--- config.mk ---
export PLATFORM = sky130hd
export DESIGN_NAME = axi_benes_top
export DESIGN_NICKNAME = d
export VERILOG_FILES = /design/src/verilog/benes_pkg.sv /design/src/verilog/axi_benes_top.sv /design/src/verilog/axi_burst_slave.sv /design/src/verilog/benes_permuter.sv /design/src/verilog/vector_fifo.sv
export SDC_FILE = /design/constraint.sdc
export NUM_CORES = 1
export LEC_CHECK = 0
export BUFFER_PORTS_ARGS = -buffer_cell sky130_fd_sc_hd__buf_2
export CAP_MARGIN = 20
export CORE_MARGIN = 3
export CORE_UTILIZATION = 30
export CTS_CLUSTER_SIZE = 30
export DETAILED_ROUTE_END_ITERATION = 8
export GPL_ROUTABILITY_DRIVEN = 0
export GPL_TIMING_DRIVEN = 0
export PLACE_DENSITY = 0.47
export SYNTH_ARGS = -nofsm -noshare
export SYNTH_HDL_FRONTEND = slang
export SYNTH_SLANG_ARGS = --single-unit
--- constraint.sdc ---
create_clock -name S_AXI_ACLK -period 5.54 [get_ports S_AXI_ACLK]
set_clock_uncertainty 0.2 [all_clocks]
set_input_delay 0.831 -clock S_AXI_ACLK [delete_from_list [all_inputs] [get_ports S_AXI_ACLK]]
set_output_delay 0.831 -clock S_AXI_ACLK [all_outputs]
set_load 0.05 [all_outputs]
--- src/verilog/benes_pkg.sv ---
`default_nettype none

package benes_pkg;

  // Vector geometry
  localparam int lanes  = 8;
  localparam int lane_w = 16;

  // Widest AXI ID the latched write request can carry
  localparam int aw_id_w = 8;

  typedef logic [lane_w-1:0] lane_t;

  // Lane 0 sits in the low bits
  typedef lane_t [lanes-1:0] vec_t;

  // Five stages of four switches, bit index is stage * 4 + switch
  typedef logic [19:0] benes_cfg_t;

  typedef enum logic [1:0] {
    resp_okay   = 2'd0,
    resp_slverr = 2'd2
  } axi_resp_e;

  // Write region, decoded from address bits 7:6
  typedef enum logic [1:0] {
    op_data = 2'd0,
    op_cfg  = 2'd1,
    op_bad  = 2'd2
  } benes_op_e;

  // Write request held for the length of a burst
  typedef struct packed {
    logic [aw_id_w-1:0] id;
    benes_op_e          op;
  } aw_req_t;

endpackage

`default_nettype wire
--- src/verilog/axi_benes_top.sv ---
`default_nettype none

module axi_benes_top
  import benes_pkg::*;
#(
  parameter int fifo_depth = 4,
  parameter int id_w       = 2,
  parameter int addr_w     = 8
) (
  input  logic              S_AXI_ACLK,
  input  logic              S_AXI_ARESETN,
  input  logic [id_w-1:0]   awid,
  input  logic [addr_w-1:0] awaddr,
  input  logic [7:0]        awlen,
  input  logic [1:0]        awburst,
  input  logic [2:0]        awsize,
  input  logic              awvalid,
  output logic              awready,
  input  vec_t              wdata,
  input  logic              wlast,
  input  logic              wvalid,
  output logic              wready,
  output logic [id_w-1:0]   bid,
  output axi_resp_e         bresp,
  output logic              bvalid,
  input  logic              bready,
  input  logic [id_w-1:0]   arid,
  input  logic [addr_w-1:0] araddr,
  input  logic [7:0]        arlen,
  input  logic [1:0]        arburst,
  input  logic [2:0]        arsize,
  input  logic              arvalid,
  output logic              arready,
  output logic [id_w-1:0]   rid,
  output vec_t              rdata,
  output axi_resp_e         rresp,
  output logic              rlast,
  output logic              rvalid,
  input  logic              rready
);

  // Inbound hop
  logic       in_push;
  vec_t       in_data;
  logic       in_credit;
  vec_t       in_head;
  logic       in_empty;
  logic       in_pop;
  // Result hop
  logic       res_push;
  vec_t       res_data;
  logic       res_credit;
  vec_t       res_head;
  logic       res_empty;
  logic       res_pop;
  logic       cfg_load;
  benes_cfg_t cfg;

  axi_burst_slave #(
    .fifo_depth (fifo_depth),
    .id_w       (id_w),
    .addr_w     (addr_w)
  ) u_slave (
    .S_AXI_ACLK    (S_AXI_ACLK),
    .S_AXI_ARESETN (S_AXI_ARESETN),
    .awid          (awid),
    .awaddr        (awaddr),
    .awlen         (awlen),
    .awburst       (awburst),
    .awsize        (awsize),
    .awvalid       (awvalid),
    .awready       (awready),
    .wdata         (wdata),
    .wlast         (wlast),
    .wvalid        (wvalid),
    .wready        (wready),
    .bid           (bid),
    .bresp         (bresp),
    .bvalid        (bvalid),
    .bready        (bready),
    .arid          (arid),
    .araddr        (araddr),
    .arlen         (arlen),
    .arburst       (arburst),
    .arsize        (arsize),
    .arvalid       (arvalid),
    .arready       (arready),
    .rid           (rid),
    .rdata         (rdata),
    .rresp         (rresp),
    .rlast         (rlast),
    .rvalid        (rvalid),
    .rready        (rready),
    .in_push       (in_push),
    .in_data       (in_data),
    .in_credit     (in_credit),
    .res_head      (res_head),
    .res_empty     (res_empty),
    .res_pop       (res_pop),
    .cfg_load      (cfg_load),
    .cfg           (cfg)
  );

  vector_fifo #(
    .fifo_depth (fifo_depth)
  ) u_in_q (
    .S_AXI_ACLK    (S_AXI_ACLK),
    .S_AXI_ARESETN (S_AXI_ARESETN),
    .push          (in_push),
    .push_data     (in_data),
    .pop           (in_pop),
    .head          (in_head),
    .empty         (in_empty),
    .credit        (in_credit)
  );

  benes_permuter #(
    .fifo_depth (fifo_depth)
  ) u_permuter (
    .S_AXI_ACLK    (S_AXI_ACLK),
    .S_AXI_ARESETN (S_AXI_ARESETN),
    .cfg_load      (cfg_load),
    .cfg           (cfg),
    .in_head       (in_head),
    .in_empty      (in_empty),
    .res_credit    (res_credit),
    .in_pop        (in_pop),
    .res_push      (res_push),
    .res_data      (res_data)
  );

  vector_fifo #(
    .fifo_depth (fifo_depth)
  ) u_res_q (
    .S_AXI_ACLK    (S_AXI_ACLK),
    .S_AXI_ARESETN (S_AXI_ARESETN),
    .push          (res_push),
    .push_data     (res_data),
    .pop           (res_pop),
    .head          (res_head),
    .empty         (res_empty),
    .credit        (res_credit)
  );

endmodule

`default_nettype wire

--- src/verilog/axi_burst_slave.sv ---
`default_nettype none

module axi_burst_slave
  import benes_pkg::*;
#(
  parameter int fifo_depth = 4,
  parameter int id_w       = 2,
  parameter int addr_w     = 8
) (
  input  logic              S_AXI_ACLK,
  input  logic              S_AXI_ARESETN,
  input  logic [id_w-1:0]   awid,
  input  logic [addr_w-1:0] awaddr,
  input  logic [7:0]        awlen,
  input  logic [1:0]        awburst,
  input  logic [2:0]        awsize,
  input  logic              awvalid,
  output logic              awready,
  input  vec_t              wdata,
  input  logic              wlast,
  input  logic              wvalid,
  output logic              wready,
  output logic [id_w-1:0]   bid,
  output axi_resp_e         bresp,
  output logic              bvalid,
  input  logic              bready,
  input  logic [id_w-1:0]   arid,
  input  logic [addr_w-1:0] araddr,
  input  logic [7:0]        arlen,
  input  logic [1:0]        arburst,
  input  logic [2:0]        arsize,
  input  logic              arvalid,
  output logic              arready,
  output logic [id_w-1:0]   rid,
  output vec_t              rdata,
  output axi_resp_e         rresp,
  output logic              rlast,
  output logic              rvalid,
  input  logic              rready,
  output logic              in_push,
  output vec_t              in_data,
  input  logic              in_credit,
  input  vec_t              res_head,
  input  logic              res_empty,
  output logic              res_pop,
  output logic              cfg_load,
  output benes_cfg_t        cfg
);

  localparam int cnt_w = $clog2(fifo_depth + 1);

  typedef enum logic [1:0] {
    wr_idle,
    wr_data,
    wr_resp
  } wr_state_e;

  wr_state_e                wr_state;
  aw_req_t                  aw_q;
  benes_op_e                aw_op;
  logic                     aw_fire;
  logic                     w_fire;
  logic [cnt_w-1:0]         in_cnt;
  logic [lanes*lane_w-1:0]  wdata_bits;
  logic                     rd_active;
  logic [id_w-1:0]          ar_id;
  logic [7:0]               ar_len;
  logic [7:0]               beat_cnt;

  // Data is a stream, so awlen, awburst, awsize, araddr, arburst and arsize
  // have no effect here. WLAST and the read beat count close the bursts.

  always_comb begin
    case (awaddr[7:6])
      2'd0:    aw_op = op_data;
      2'd1:    aw_op = op_cfg;
      default: aw_op = op_bad;
    endcase
  end

  assign aw_fire = awvalid && awready;
  assign w_fire  = wvalid && wready;

  // Data beats wait for an inbound credit, other regions always accept
  assign wready = (wr_state == wr_data) && ((aw_q.op != op_data) || (in_cnt != '0));

  assign in_push = w_fire && (aw_q.op == op_data);
  assign in_data = wdata;

  // Configuration is taken from the last beat of the burst
  assign wdata_bits = wdata;
  assign cfg_load   = w_fire && wlast && (aw_q.op == op_cfg);
  assign cfg        = wdata_bits[$bits(benes_cfg_t)-1:0];

  assign bid = aw_q.id[id_w-1:0];

  always_ff @(posedge S_AXI_ACLK) begin
    if (!S_AXI_ARESETN) begin
      wr_state <= wr_idle;
      awready  <= 1'b0;
      bvalid   <= 1'b0;
    end else begin
      case (wr_state)
        wr_idle: begin
          if (aw_fire) begin
            awready  <= 1'b0;
            wr_state <= wr_data;
          end else if (awvalid) begin
            awready <= 1'b1;
          end
        end
        wr_data: begin
          if (w_fire && wlast) begin
            bvalid   <= 1'b1;
            wr_state <= wr_resp;
          end
        end
        wr_resp: begin
          if (bready) begin
            bvalid   <= 1'b0;
            wr_state <= wr_idle;
          end
        end
        default: wr_state <= wr_idle;
      endcase
    end
  end

  always_ff @(posedge S_AXI_ACLK) begin
    if (aw_fire) begin
      aw_q.id <= aw_id_w'(awid);
      aw_q.op <= aw_op;
    end
    if (w_fire && wlast) begin
      bresp <= (aw_q.op == op_bad) ? resp_slverr : resp_okay;
    end
  end

  // Inbound credits, spent on push and returned as the queue drains
  always_ff @(posedge S_AXI_ACLK) begin
    if (!S_AXI_ARESETN) begin
      in_cnt <= cnt_w'(fifo_depth);
    end else if (in_push && !in_credit) begin
      in_cnt <= in_cnt - 1'b1;
    end else if (!in_push && in_credit) begin
      in_cnt <= in_cnt + 1'b1;
    end
  end

  // Read side
  assign rvalid  = rd_active && !res_empty;
  assign rdata   = res_head;
  assign rresp   = resp_okay;
  assign rid     = ar_id;
  assign rlast   = rd_active && (beat_cnt == ar_len);
  assign res_pop = rvalid && rready;

  always_ff @(posedge S_AXI_ACLK) begin
    if (!S_AXI_ARESETN) begin
      arready   <= 1'b0;
      rd_active <= 1'b0;
    end else begin
      if (arvalid && arready) begin
        arready   <= 1'b0;
        rd_active <= 1'b1;
      end else if (!rd_active && arvalid) begin
        arready <= 1'b1;
      end
      if (res_pop && rlast) begin
        rd_active <= 1'b0;
      end
    end
  end

  always_ff @(posedge S_AXI_ACLK) begin
    if (arvalid && arready) begin
      ar_id    <= arid;
      ar_len   <= arlen;
      beat_cnt <= '0;
    end else if (res_pop) begin
      beat_cnt <= beat_cnt + 1'b1;
    end
  end

endmodule

`default_nettype wire

--- src/verilog/benes_permuter.sv ---
`default_nettype none

module benes_permuter
  import benes_pkg::*;
#(
  parameter int fifo_depth = 4
) (
  input  logic       S_AXI_ACLK,
  input  logic       S_AXI_ARESETN,
  input  logic       cfg_load,
  input  benes_cfg_t cfg,
  input  vec_t       in_head,
  input  logic       in_empty,
  input  logic       res_credit,
  output logic       in_pop,
  output logic       res_push,
  output vec_t       res_data
);

  localparam int cnt_w = $clog2(fifo_depth + 1);

  benes_cfg_t       cfg_q;
  logic [cnt_w-1:0] res_cnt;
  vec_t             front;
  vec_t             back;
  logic             mid_valid;
  vec_t             mid_data;
  logic [7:0]       mid_cfg;

  // One column of four 2x2 switches, a set bit swaps the pair
  function automatic vec_t switch_stage(input vec_t v, input logic [3:0] sw);
    vec_t r;
    r = v;
    for (int k = 0; k < lanes / 2; k++) begin
      if (sw[k]) begin
        r[2*k]   = v[2*k+1];
        r[2*k+1] = v[2*k];
      end
    end
    return r;
  endfunction

  // Inverse perfect shuffle within groups of n lanes
  // even lanes go to the lower half of the group, odd lanes to the upper
  function automatic vec_t unshuffle(input vec_t v, input int n);
    vec_t r;
    int   base;
    int   j;
    for (int i = 0; i < lanes; i++) begin
      base = (i / n) * n;
      j    = i % n;
      r[base + j/2 + (j%2)*(n/2)] = v[i];
    end
    return r;
  endfunction

  // Perfect shuffle within groups of n lanes, interleaves the two halves
  function automatic vec_t shuffle(input vec_t v, input int n);
    vec_t r;
    int   base;
    int   j;
    for (int i = 0; i < lanes; i++) begin
      base = (i / n) * n;
      j    = i % n;
      r[i] = v[base + j/2 + (j%2)*(n/2)];
    end
    return r;
  endfunction

  // Stages 0 to 2
  always_comb begin
    front = switch_stage(in_head, cfg_q[3:0]);
    front = switch_stage(unshuffle(front, lanes), cfg_q[7:4]);
    front = switch_stage(unshuffle(front, lanes / 2), cfg_q[11:8]);
  end

  // Stages 3 and 4 with the settings captured at pop time
  always_comb begin
    back = switch_stage(shuffle(mid_data, lanes / 2), mid_cfg[3:0]);
    back = switch_stage(shuffle(back, lanes), mid_cfg[7:4]);
  end

  assign in_pop = !in_empty && (res_cnt != '0);

  always_ff @(posedge S_AXI_ACLK) begin
    if (!S_AXI_ARESETN) begin
      cfg_q     <= '0;
      res_cnt   <= cnt_w'(fifo_depth);
      mid_valid <= 1'b0;
      res_push  <= 1'b0;
    end else begin
      if (cfg_load) begin
        cfg_q <= cfg;
      end
      if (in_pop && !res_credit) begin
        res_cnt <= res_cnt - 1'b1;
      end else if (!in_pop && res_credit) begin
        res_cnt <= res_cnt + 1'b1;
      end
      mid_valid <= in_pop;
      res_push  <= mid_valid;
    end
  end

  always_ff @(posedge S_AXI_ACLK) begin
    mid_data <= front;
    mid_cfg  <= cfg_q[19:12];
    res_data <= back;
  end

endmodule

`default_nettype wire

--- src/verilog/vector_fifo.sv ---
`default_nettype none

module vector_fifo
  import benes_pkg::*;
#(
  parameter int fifo_depth = 4
) (
  input  logic S_AXI_ACLK,
  input  logic S_AXI_ARESETN,
  input  logic push,
  input  vec_t push_data,
  input  logic pop,
  output vec_t head,
  output logic empty,
  output logic credit
);

  localparam int ptr_w = (fifo_depth > 1) ? $clog2(fifo_depth) : 1;
  localparam int cnt_w = $clog2(fifo_depth + 1);

  vec_t             mem [fifo_depth];
  logic [ptr_w-1:0] wr_ptr;
  logic [ptr_w-1:0] rd_ptr;
  logic [cnt_w-1:0] count;

  // Pointer advance with wrap, depth need not be a power of two
  function automatic logic [ptr_w-1:0] next_ptr(input logic [ptr_w-1:0] p);
    if (p == ptr_w'(fifo_depth - 1)) begin
      return '0;
    end
    return p + 1'b1;
  endfunction

  // No full check, the sender only pushes while it holds a credit
  always_ff @(posedge S_AXI_ACLK) begin
    if (push) begin
      mem[wr_ptr] <= push_data;
    end
  end

  always_ff @(posedge S_AXI_ACLK) begin
    if (!S_AXI_ARESETN) begin
      wr_ptr <= '0;
      rd_ptr <= '0;
      count  <= '0;
      credit <= 1'b0;
    end else begin
      if (push) begin
        wr_ptr <= next_ptr(wr_ptr);
      end
      if (pop) begin
        rd_ptr <= next_ptr(rd_ptr);
      end
      case ({push, pop})
        2'b10:   count <= count + 1'b1;
        2'b01:   count <= count - 1'b1;
        default: count <= count;
      endcase
      // One credit back per entry leaving
      credit <= pop;
    end
  end

  assign head  = mem[rd_ptr];
  assign empty = (count == '0);

endmodule

`default_nettype wire

---- Word level (Yosys, flattened, before mapping) ----
Memory sizes are Yosys's and may differ from the RTL's. A register that Yosys moved wholly into a read port is not among the register bits.
Cells that the tools add are included.
operators by class
  bitwise logic cells ..................... 1
  reduce and logical (&&, ||, !) cells .... 44
  muxes and demuxes ....................... 65
  equal/unequal tests ..................... 17
  add/sub/neg operators ................... 13
operator list
  kind                                                    number
  two-way mux 32 bit                                      20
  two-way mux 2 bit                                       16
  two-way mux 1 bit                                       20
  logical AND 1 bit                                       17
  equality test 2 bit (second input constant)             8
  nonzero test 2 bit                                      7
  adder 3 x 1 -> 3 bit (second input constant)            4
  two-way mux 3 bit                                       4
  case mux 3 bit (2 select lines)                         2
  subtractor 3 x 1 -> 3 bit (second input constant)       4
  equality test 2 x 1 -> 1 bit (second input constant)    5
  adder 2 x 1 -> 2 bit (second input constant)            4
  adder 8 x 1 -> 8 bit (second input constant)            1
  equality test 8 bit                                     1
  zero test 1 bit                                         7
  zero test 2 bit                                         3
  zero test 3 bit                                         2
  case mux 2 bit (3 select lines)                         1
  AND reduction 3 bit                                     2
  nonzero test 3 bit                                      2
  inequality test 2 bit (second input constant)           2
  case mux 2 bit (2 select lines)                         1
  OR reduction 2 bit                                      2
  inequality test 2 x 1 -> 1 bit (second input constant)  1
  other kinds (4)                                         4
storage, ports and cells
  RAM bits ................................ 1024
  input port bits ......................... 182
  flip-flop bits (word level) ............. 337
  word-level logic and storage cells ...... 182
  output and inout port bits .............. 142
  memories ................................ 2
memory list
  name         depth  bits a word  rd ports  clocked after memory_dff  wr ports  line               source
  u_in_q.mem   4      128          1         1                         1         vector_fifo.sv:21  vec_t mem [fifo_depth];
  u_res_q.mem  4      128          1         1                         1         vector_fifo.sv:21

---- Logic depth before layout (Yosys ltp) ----
Gate-level depths: netlist of the first run.
  depth after elaboration ................. 9
  gate-level depth with buffers ........... 10
  depth with buffers taken out ............ 9

---- Modules after synthesis ----
From an unflattened synthesis of the first run, not the netlist that was laid out.
second synthesis, totals
  cells, all modules ...................... 3032
  area, all modules ....................... 55207.9 um^2
by module, submodules not included
  module           cells each  sequential area each (um^2)  instances  area an instance (um^2)
  vector_fifo      716         15574.9                      2          19052.0
  benes_permuter   1201        5785.5                       1          13639.3
  axi_burst_slave  399         790.8                        1          3464.6

---- Least setup slack after synthesis of the first run ----
No wires, ideal clock.
  kind .................................... input port to flip-flop
  start point ............................. in wvalid
  end point ............................... mem u_in_q.mem[1][0] (netlist bit) (enable)
  data arrival time ....................... 4.271 ns
  data required time ...................... 4.838 ns
  path slack .............................. 0.567 ns
  setup time .............................. 0.502 ns
  cell stages on the path ................. 3
  buffers on the path ..................... 1
  path through ............................ nor4bb_1 clkbuf_1 and2_1
on the way
  word-level cells in the longest chain between the ends .. 4
ends and longest elaborated chain
  what                                     line                   source
  from (decl)                              axi_benes_top.sv:21    input logic wvalid,
  logical AND 1 bit                        axi_burst_slave.sv:82  assign w_fire = wvalid && wready;
  logical AND 1 bit                        axi_burst_slave.sv:87  assign in_push = w_fire && (aw_q.op == op_data);
  via in_push                              axi_benes_top.sv:43    logic in_push;
  two-way mux 1 bit                        vector_fifo.sv:36      if (push) begin
  two-way mux 1 bit (not written as such)  vector_fifo.sv:37      mem[wr_ptr] <= push_data;
  to (decl)                                vector_fifo.sv:21
The timed path passes the listed nets, and every way through them passes these cells.

==> flow_summary_export.csv, run 1 <==
group,metric,value,unit
placement,placedCellCount,5562,
routing,via_count,28944,
placement,port_buffers,287,
yosys,synth_cell_types,48,
routing,drt_iter0_markers,2481,
pwr,leakage,20.0,nW
yosys,synth_seq_cells,1364,
worst_hold_path,min_from,"wdata[46]",
critical_path,startpoint_type,"flip-flop",
critical_path,cp_top_family,"buffers and inverters",
critical_path,max_stage_delay,770,ps
cts,cts_setup_buffers,0,
layout,area_growth,19.7,%
routing,viasPerCell,4.89,
placement,dp_slack,1740,ps
layout,final_common_cell,"edfxtp_1",
global_routing,track_usage,0.170,
routing,ant_nets,0,
critical_path,path_cells,"clkbuf_1 > buf_2 > mux4_2 > buf_2",
critical_path,crit_buf_inv,3,
global_routing,antenna_found_initial,63,
global_routing,grt_pass1_wl,219000,um
sta,worst_slew_pin_slew,1090,ps
yosys,yosys_warnings,0,
critical_path,critical_path_arrival,3370,ps
layout,fill_cells,16358,
sta,rsz0062_at_grt,"false",
pwr,power_density,449,nW/um^2
yosys,yosysTopAreaCellShare,0.593,
cts,insertion_delay,800,ps
pwr,p_total,28.3,mW
layout,drive_gt1_frac,0.259,
run,drv_cap,0,
floorplanning,die_w,425,um
routing,drc,0,
cts,path_clk_slew,60,ps
sta,worst_slack,1140,ps
critical_path,reg2reg_depth,6,
run_status,outcome,"finished, final reports clean",
cts,cts_tree,"yes",
floorplanning,dieArea,180000,sq um
sta,timing.final.crit_share,0.794,
placement,dp_hpwl,114000,um
layout,fin_cells,5924,
floorplanning,ioPinCount,324,
worst_hold_path,hold_path_depth,1,
yosys,yosysTopAreaCell,"edfxtp_1",
sta,setup_viol,0,
cts,cts_max_level,4,
sta,min_period,4400,ps
floorplanning,core,174000,sq um
yosys,seq_area_frac_synth,0.717,
cts,holdBufCountCts,58,
worst_hold_path,hp-class,"input pin to flip-flop",
routing,wl_per_cell,26.1,um
cts,clock_path_buffers,3,
yosys,synth_area_leaders,"edfxtp_1, dfxtp_1, mux4_2",
cts,numCtsBuffers,150,
sta,fin_tns_setup,0,ps
routing,totalWireLength,155000,um
sta,relSlewSlack,0.264,
critical_path,critical_path_class,"flip-flop to primary output",
critical_path,slowest_stage,"clkbuf_1",
pwr,max-vdd-ir-drop,0.323,mV
sta,max_freq,227,MHz
sta,hold_slack,64.7,ps
yosys,syn_area,52600,sq um
global_routing,grt_max_degree,55,
cts,cts_root_buffer,"clkbuf_16",
worst_hold_path,holdPathEnd,"u_in_q.mem[2][46]$_DFFE_PP_",
sta,drv_slew,0,
global_routing,grt_overflow,0,
critical_path,worstPathMaxFanout,10,
critical_path,cp_common_cell,"buf_2",
floorplanning,start_util,0.302,
floorplanning,placementRows,153,
critical_path,crit_path_end_kind,"primary output",
layout,fin_nets,3648,
cts,cts_sinks,1364,
global_routing,grt_pass1_vias,29449,
routing,first_pass_iters,6,
sta,hold_violations,0,
yosys,syn_inst,2929,
critical_path,required,4510,ps
layout,final_cell_mix,"edfxtp_1, buf_2, dfxtp_1",
floorplanning,die_h,425,um
critical_path,r2r_end,"u_permuter.mid_data[58]$_DFF_P_",
cts,cts_resized,0,
critical_path,rrSetupSlack,2180,ps
yosys,avgSynthCellArea,18.0,sq um
==> metal layers <==
layer	vias up	global-route usage	routed length, um
met4	14	0.0587	5160
met2	972	0.276	73600
met3	292	0.0379	9410
met1	14716	0.224	66600
li1	12950	-	-
met5	-	0	100
==> final cells by class <==
class                           count  area, sq um  share of cell area
Multi-Input combinational cell   1349        14000               0.222
Sequential cell                  1364        37700               0.599
Clock inverter                     62          763              0.0121
Tap cell                         2325         2910              0.0462
Timing Repair Buffer              364         2510              0.0399
Inverter                           33          124             0.00197
Antenna cell                       33         82.6             0.00131
Buffer                            185          800              0.0127
Clock buffer                      209         4090              0.0649
==> Yosys cell counts, drive strengths merged <==
cell	number
edfxtp	1039
mux2i	336
dfxtp	325
o22ai	232
mux4	196
mux2	130
a221o	116
clkbuf	105
buf	80
nor2	76
nand2	61
inv	33
and2	25
a21boi	24
nor2b	22
xnor2	18
ha	15
nand2b	13
nor3	9
o21ai	9
a211oi	8
or2	6
or3	6
xor2	6
a21oi	5
a22oi	4
fa	4
nand3	4
nand4	4
o221ai	4
and3	3
nor4bb	2
o21a	2
a31oi	1
conb	1
nor3b	1
nor4	1
nor4b	1
o311ai	1
o31a	1
==> cell families after synthesis <==
logic type | after synthesis | share of synthesized area
AOI/OAI and AO/OA | 407 | 0.0575
adders and majority gates | 19 | 0.00509
DFF | 1364 | 0.717
muxes | 662 | 0.178
buffers and inverters | 218 | 0.0176
xor gates and xnor gates | 24 | 0.00400
and+or+nand+nor | 234 | 0.0212
other | 1 | 0.0000713
==> worst max-delay path by stage <==
stage / to / slack (ps) / cells past startpoint
floorplan: u_in_q.mem[1][0]$_DFFE_PP_ / 570 / 3
global placement: u_in_q.mem[2][73]$_DFFE_PP_ / -2520 / 4
detailed placement: rdata[16] / 1740 / 4
CTS: rdata[16] / 850 / 4
global route: rdata[16] / 880 / 4
finish: rdata[31] / 1140 / 4
==> stage by stage <==
| stage | cell area (sq um) | util |
|---|---|---|
| after CTS | 62900 | 0.361 |
| after global placement | 56900 | 0.327 |
| after global routing | 62900 | 0.361 |
| after detailed placement | 57500 | 0.330 |
| after floorplan | 52600 | - |
| final | 63000 | 0.362 |
==> power by group <==
part	leakage (nW)	switching, mW	internal, mW	total (mW)
combinational	5.64	3.62	1.72	5.34
sequential	12.1	0.736	12.5	13.2
clock	2.33	4.10	5.64	9.74
total	20.0	8.46	19.8	28.3
==> registers in the layout, summed over array words and instances, names as in the netlist, 8 cells and up, named ones only <==
name / flops
u_permuter.mid_data: 128
u_permuter.cfg_q: 20
u_res_q.mem: 512
u_in_q.mem: 512
u_slave.ar_len: 8
u_permuter.res_data: 128
u_permuter.mid_cfg: 8
u_slave.beat_cnt: 8
(Power assumes the default switching activity.)
==> run 2: changes to the inputs <==
Settings changed: PLACE_DENSITY 0.47 to 0.49.
Clock period 5.54 ns to 3.8 ns, I/O delays scaled along.
==> run 2 against run 1 <==
Final cell count rose by 1.1%. Die area unchanged. Critical path depth stayed put. Global-route usage fell by 0.16 points. Via count is 1.0% higher. Clock power increased by 41%. First-iteration DRC count down 4.8%. Power grew 44%. Flip-flop and latch count unchanged. Core utilization rose by 0.38 points. Sequential power increased by 45%. Final area grew 1.0%. Largest cell class unchanged. Largest power group unchanged.
==> flow_summary_export.csv, run 2 (same netlist as run 1, synthesis figures left out) <==
group,metric,value,unit
routing,totalWireLength,154000,um
cts,numCtsBuffers,148,
sta,drv_slew,0,
critical_path,path_cells,"clkbuf_4 > buf_2 > mux4_2 > buf_2",
pwr,max-vdd-ir-drop,0.471,mV
floorplanning,die_h,425,um
cts,clock_path_buffers,3,
critical_path,cp_top_family,"buffers and inverters",
placement,dpl_cell_area,57400,sq um
floorplanning,placementRows,153,
layout,fin_nets,3733,
routing,drt_iter0_markers,2362,
critical_path,crit_buf_inv,3,
floorplanning,dieArea,180000,sq um
critical_path,required,3030,ps
critical_path,max_stage_delay,660,ps
critical_path,startpoint_type,"flip-flop",
layout,drive_gt1_frac,0.256,
layout,utilization,0.366,
cts,insertion_delay,790,ps
floorplanning,core,174000,sq um
floorplanning,ioPinCount,324,
sta,max_freq,275,MHz
placement,port_buffers,287,
sta,hold_violations,0,
critical_path,critical_path_class,"flip-flop to primary output",
run_status,outcome,"finished, final reports clean",
routing,drc,0,
global_routing,grt_pass1_wl,218000,um
critical_path,critical_path_arrival,2860,ps
sta,setup_viol,0,
layout,reg_top3,"u_in_q.mem: 512 flops, u_res_q.mem: 512 flops",
sta,worst_slew_pin_slew,1090,ps
pwr,power_density,641,nW/um^2
critical_path,crit_path_end_kind,"primary output",
pwr,leakage,20.4,nW
layout,area_growth,21.0,%
sta,timing.final.crit_share,0.956,
cts,cts_tree,"yes",
layout,final_cell_area,63600,sq um
cts,cts_max_level,4,
critical_path,worstPathMaxFanout,10,
global_routing,track_usage,0.168,
routing,ant_nets,0,
layout,final_common_cell,"edfxtp_1",
floorplanning,die_w,425,um
run,drv_cap,0,
global_routing,grt_overflow,0,
critical_path,cp_common_cell,"buf_2",
worst_hold_path,hp-class,"input pin to flip-flop",
cts,path_clk_slew,50,ps
floorplanning,start_util,0.302,
routing,viasPerCell,4.88,
routing,first_pass_iters,6,
layout,final_cell_mix,"edfxtp_1, buf_2, dfxtp_1",
critical_path,slowest_stage,"mux4_2",
sta,relSlewSlack,0.265,
global_routing,antenna_found_initial,37,
routing,wl_per_cell,25.7,um
cts,cts_sinks,1364,
global_routing,grt_max_degree,52,
global_routing,grt_pass1_vias,29779,
sta,rsz0062_at_grt,"false",
sta,min_period,3630,ps
routing,via_count,29233,
cts,cts_root_buffer,"clkbuf_16",
placement,dp_hpwl,112000,um
run 2: cell types whose count changed in the layout (fill, tap and decap cells not counted), moves of 2 or more:
| cell | previous run | this run |
|---|---|---|
| clkbuf_8 | 11 | 14 |
| clkbuf_2 | 0 | 9 |
| bufinv_16 | 9 | 3 |
| clkinv_8 | 1 | 5 |
| clkinvlp_4 | 5 | 2 |
| dlygate4sd3_1 | 58 | 147 |
| buf_4 | 6 | 8 |
| clkinv_2 | 13 | 20 |
| clkinv_1 | 20 | 12 |
| diode_2 | 33 | 17 |
| clkbuf_1 | 153 | 146 |
| inv_16 | 6 | 1 |
| buf_12 | 2 | 0 |
run 2: worst register-to-register path: stages (launching register included):
cell,delay (ps)
dfxtp_1,360
buf_2,350
buf_2,440
buf_2,390
mux4_2,440
mux2i_1,660
o22ai_1,200
a221o_1,330
run 2: layout make-up:
cell class / instances / area, sq um
inverter: 33 / 124
multi-input combinational: 1349 / 14000
clock buffer: 217 / 4170
antenna: 17 / 42.5
sequential: 1364 / 37700
tap: 2325 / 2910
clock inverter: 51 / 504
fill: 16322 / 110000
timing repair buffer: 452 / 3370
buffer: 184 / 815
run 2: power breakdown:
group	switching (mW)	internal (mW)	leakage, nW
combinational	5.29	2.57	6.03
sequential	1.06	18.2	12.1
clock	5.84	7.87	2.27
total	12.2	28.6	20.4
run 2: layer usage:
layer / global-route usage / vias up / part of all wire
met5: 0 / - / 0.00035
met4: 0.0557 / 8 / 0.032
met3: 0.0355 / 279 / 0.061
met2: 0.276 / 960 / 0.48
met1: 0.221 / 14909 / 0.43
li1: - / 13077 / -
run 2: timing repair:
item / CTS / global route
setup endpoints to repair: 120 / 1
hold endpoints to repair: 553 / 0
hold buffers: 147 / 0
buffers inserted: 0 / 0
resized for setup: 11 / 2
run 2: final timing paths:
path	from	end	slack (ps)	cells past startpoint
worst max-delay path	flip-flop	rdata[97]	170	4
worst min register to register	u_permuter.cfg_q[19]$_SDFFE_PN0P_	u_permuter.mid_cfg[7]$_DFF_P_	150	0
worst min-delay path	awaddr[6]	u_slave.aw_q[0]$_DFFE_PP_	60	2
worst max register to register	flip-flop	u_permuter.mid_data[14]$_DFF_P_	330	7
run 2: stage by stage:
step / TNS (ps) / power, mW / cells / setup WS (ps) / hold slack (ps)
6_report: 0 / 40.8 / 5992 / 167 / 61.4
5_1_grt: 0 / 42.4 / 5981 / 2.97 / 48.6
4_1_cts: 0 / 41.2 / 5974 / 8.51 / 32.3
3_5_place_dp: 0 / 27.3 / 5560 / 268 / 142
3_3_place_gp: -852930 / 27.1 / 5543 / -1320 / 139
2_1_floorplan: 0 / 23.6 / 2931 / 492 / 131
==> run 3: changes to the inputs <==
Settings changed: ABC_AREA set to 1, PLACE_DENSITY 0.49 to 0.47.
Clock period 3.8 ns to 4.7 ns, I/O delays scaled along.
==> run 3 against run 2 <==
Critical path depth increased by 3. Wire length increased by 29%. Worst hold slack improved by 24 ps. Critical path type unchanged. Highest routed layer unchanged.
==> flow_summary_export.csv, run 3 <==
group,metric,value,unit
run_status,outcome,"finished, final reports clean",
sta,setup_viol,0,
worst_hold_path,min_from,"wvalid",
critical_path,crit_path_end_kind,"primary output",
layout,reg_top3,"u_in_q.mem: 512 flops, u_res_q.mem: 512 flops",
pwr,p_sw,14.0,mW
pwr,p_total,38.6,mW
worst_hold_path,hold_path_depth,3,
layout,area_growth,21.1,%
routing,drc,0,
critical_path,reg2reg_depth,6,
layout,drive_gt1_frac,0.118,
floorplanning,die_w,432,um
sta,timing.final.crit_share,0.922,
floorplanning,dieArea,187000,sq um
yosys,synth_cell_types,29,
pwr,internal-power,24.6,mW
global_routing,grt_overflow,0,
placement,dp_slack,748,ps
cts,numCtsBuffers,149,
run,drv_cap,0,
pwr,combPwrFrac,0.270,
pwr,pwr-share-seq,0.424,
cts,cts_sinks,1364,
placement,dp_hpwl,143000,um
sta,rsz0062_at_grt,"false",
floorplanning,placementRows,155,
critical_path,required,3800,ps
cts,cts_root_buffer,"clkbuf_16",
sta,worst_slew_pin_slew,1230,ps
cts,cts_setup_buffers,0,
sta,max_freq,231,MHz
routing,first_pass_iters,8,
global_routing,grt_max_degree,72,
critical_path,r2r-start,"u_slave.aw_q[0]$_DFFE_PP_",
cts,clock_path_buffers,3,
yosys,synth_common_cells,"nand3_1, edfxtp_1, nand2_1, nor2_1, o21ai_0",
layout,fin_nets,5810,
sta,drv_slew,0,
sta,worst_slack,366,ps
floorplanning,ioPinCount,324,
worst_hold_path,holdPathEnd,"u_slave.wr_state[1]$_SDFFE_PN0P_",
yosys,syn_area,54400,sq um
routing,ant_nets,0,
sta,relSlewSlack,0.182,
yosys,yosysTopAreaCellShare,0.573,
yosys,ys.flop_type,"edfxtp_1",
critical_path,startpoint_type,"flip-flop",
floorplanning,core,179000,sq um
yosys,yosysTopAreaCell,"edfxtp_1",
sta,hold_violations,0,
critical_path,worstPathMaxFanout,10,
cts,path_clk_slew,60,ps
placement,port_buffers,288,
layout,utilization,0.367,
routing,viasPerCell,5.10,
layout,final_common_cell,"nand3_1",
layout,fill_cells,17806,
yosys,synth_area_leaders,"edfxtp_1, dfxtp_1, nand3_1",
pwr,clkPwrFrac,0.305,
global_routing,grt_pass1_vias,39003,
layout,final_cell_mix,"nand3_1, edfxtp_1, nand2_1",
routing,totalWireLength,199000,um
global_routing,grt_pass1_wl,279000,um
global_routing,antenna_found_initial,42,
cts,insertion_delay,790,ps
yosys,synth_seq_cells,1364,
yosys,syn_inst,4998,
yosys,postSynth.asyncResetShare,0,
routing,via_count,41302,
routing,wl_per_cell,24.6,um
sta,min_period,4330,ps
pwr,power_density,585,nW/um^2
yosys,seq_area_frac_synth,0.693,
pwr,leakage,24.5,nW
yosys,yosysMostFrequentCell,"nand3_1",
floorplanning,start_util,0.303,
global_routing,track_usage,0.208,
pwr,switching_share,0.362,
sta,fin_tns_setup,0,ps
pwr,max-vdd-ir-drop,0.360,mV
floorplanning,die_h,432,um
yosys,yosys_warnings,0,
critical_path,rrSetupSlack,1460,ps
yosys,avgSynthCellArea,10.9,sq um
cts,cts_tree,"yes",
critical_path,r2r_end,"u_in_q.mem[2][6]$_DFFE_PP_",
yosys,synth_edf_count,1039,
critical_path,critical_path_arrival,3430,ps
routing,drt_iter0_markers,4765,
critical_path,critical_path_class,"flip-flop to primary output",
worst_hold_path,hp-class,"input pin to flip-flop",
cts,cts_max_level,4,
==> run 3: how the worst max path moves through the flow <==
stage | startpoint | endpoint | slack [ps] | cells after the start
2_1_floorplan | wvalid | u_in_q.mem[3][0]$_DFFE_PP_ | -380 | 2
3_3_place_gp | wvalid | u_in_q.mem[2][116]$_DFFE_PP_ | -3660 | 3
3_5_place_dp | flip-flop | rdata[125] | 750 | 7
4_1_cts | flip-flop | rdata[125] | 110 | 7
5_1_grt | flip-flop | rdata[48] | 200 | 5
6_report | flip-flop | rdata[126] | 370 | 7
==> run 3: cells by family after synthesis <==
| family | Yosys count | synth area share |
|---|---|---|
| flops | 1364 | 0.693 |
| compound gates | 702 | 0.0677 |
| simple gates | 2358 | 0.187 |
| xor+xnor | 3 | 0.000483 |
| fa+ha+maj | 19 | 0.00492 |
| other cells | 1 | 0.0000689 |
| buf+inv | 551 | 0.0465 |
==> run 3: cell type report <==
class | count | area [sq um] | share of cell area
sequential | 1364 | 37700 | 0.572
multi-input combinational | 3085 | 14200 | 0.216
clock buffer | 206 | 4160 | 0.0631
timing repair buffer | 458 | 3450 | 0.0523
tap | 2355 | 2950 | 0.0447
buffer | 326 | 1680 | 0.0255
inverter | 225 | 880 | 0.0133
clock inverter | 64 | 827 | 0.0126
antenna | 13 | 32.5 | 0.000494
==> run 3: timing repair <==
| action | in CTS | in global routing |
|---|---|---|
| hold buffers | 145 | 0 |
| hold endpoints to repair | 530 | 0 |
| endpoints found under the setup margin | 8 | 0 |
| resized for setup | 1 | 0 |
==> run 3: through the flow <==
stage,area (sq um),cells,hold slack (ps)
final,65900,8096,85.0
after floorplan,54400,5000,131
after global placement,58800,7643,136
after global routing,65900,8088,87.5
after CTS,65800,8082,25.9
after detailed placement,59400,7667,139
==> run 3: critical path: stages (launching register included) <==
cell and delay [ps]:
dfxtp_2 540, buf_4 310, buf_4 280, buf_2 330, buf_4 250, nor2_1 50
o22ai_1 460, buf_2 370
==> run 3: power by group through the flow <==
| stage | sequential, mW | clock [mW] | combinational, mW |
|---|---|---|---|
| after detailed placement | 16.6 | 0 | 10.1 |
| after global routing | 16.5 | 12.5 | 11.1 |
| after CTS | 16.4 | 12.0 | 10.2 |
| final | 16.4 | 11.8 | 10.4 |
| after global placement | 16.6 | 0 | 9.98 |
| after floorplan | 16.1 | 0 | 5.83 |
==> run 3: per-layer routing <==
layer  vias to the layer above  track usage  wire (um)
li1                      18849            -          -
met1                     19871        0.275      83100
met2                      2041        0.325      89700
met3                       523       0.0543      17100
met4                        18       0.0831       8820
met5                         -      0.00260        130
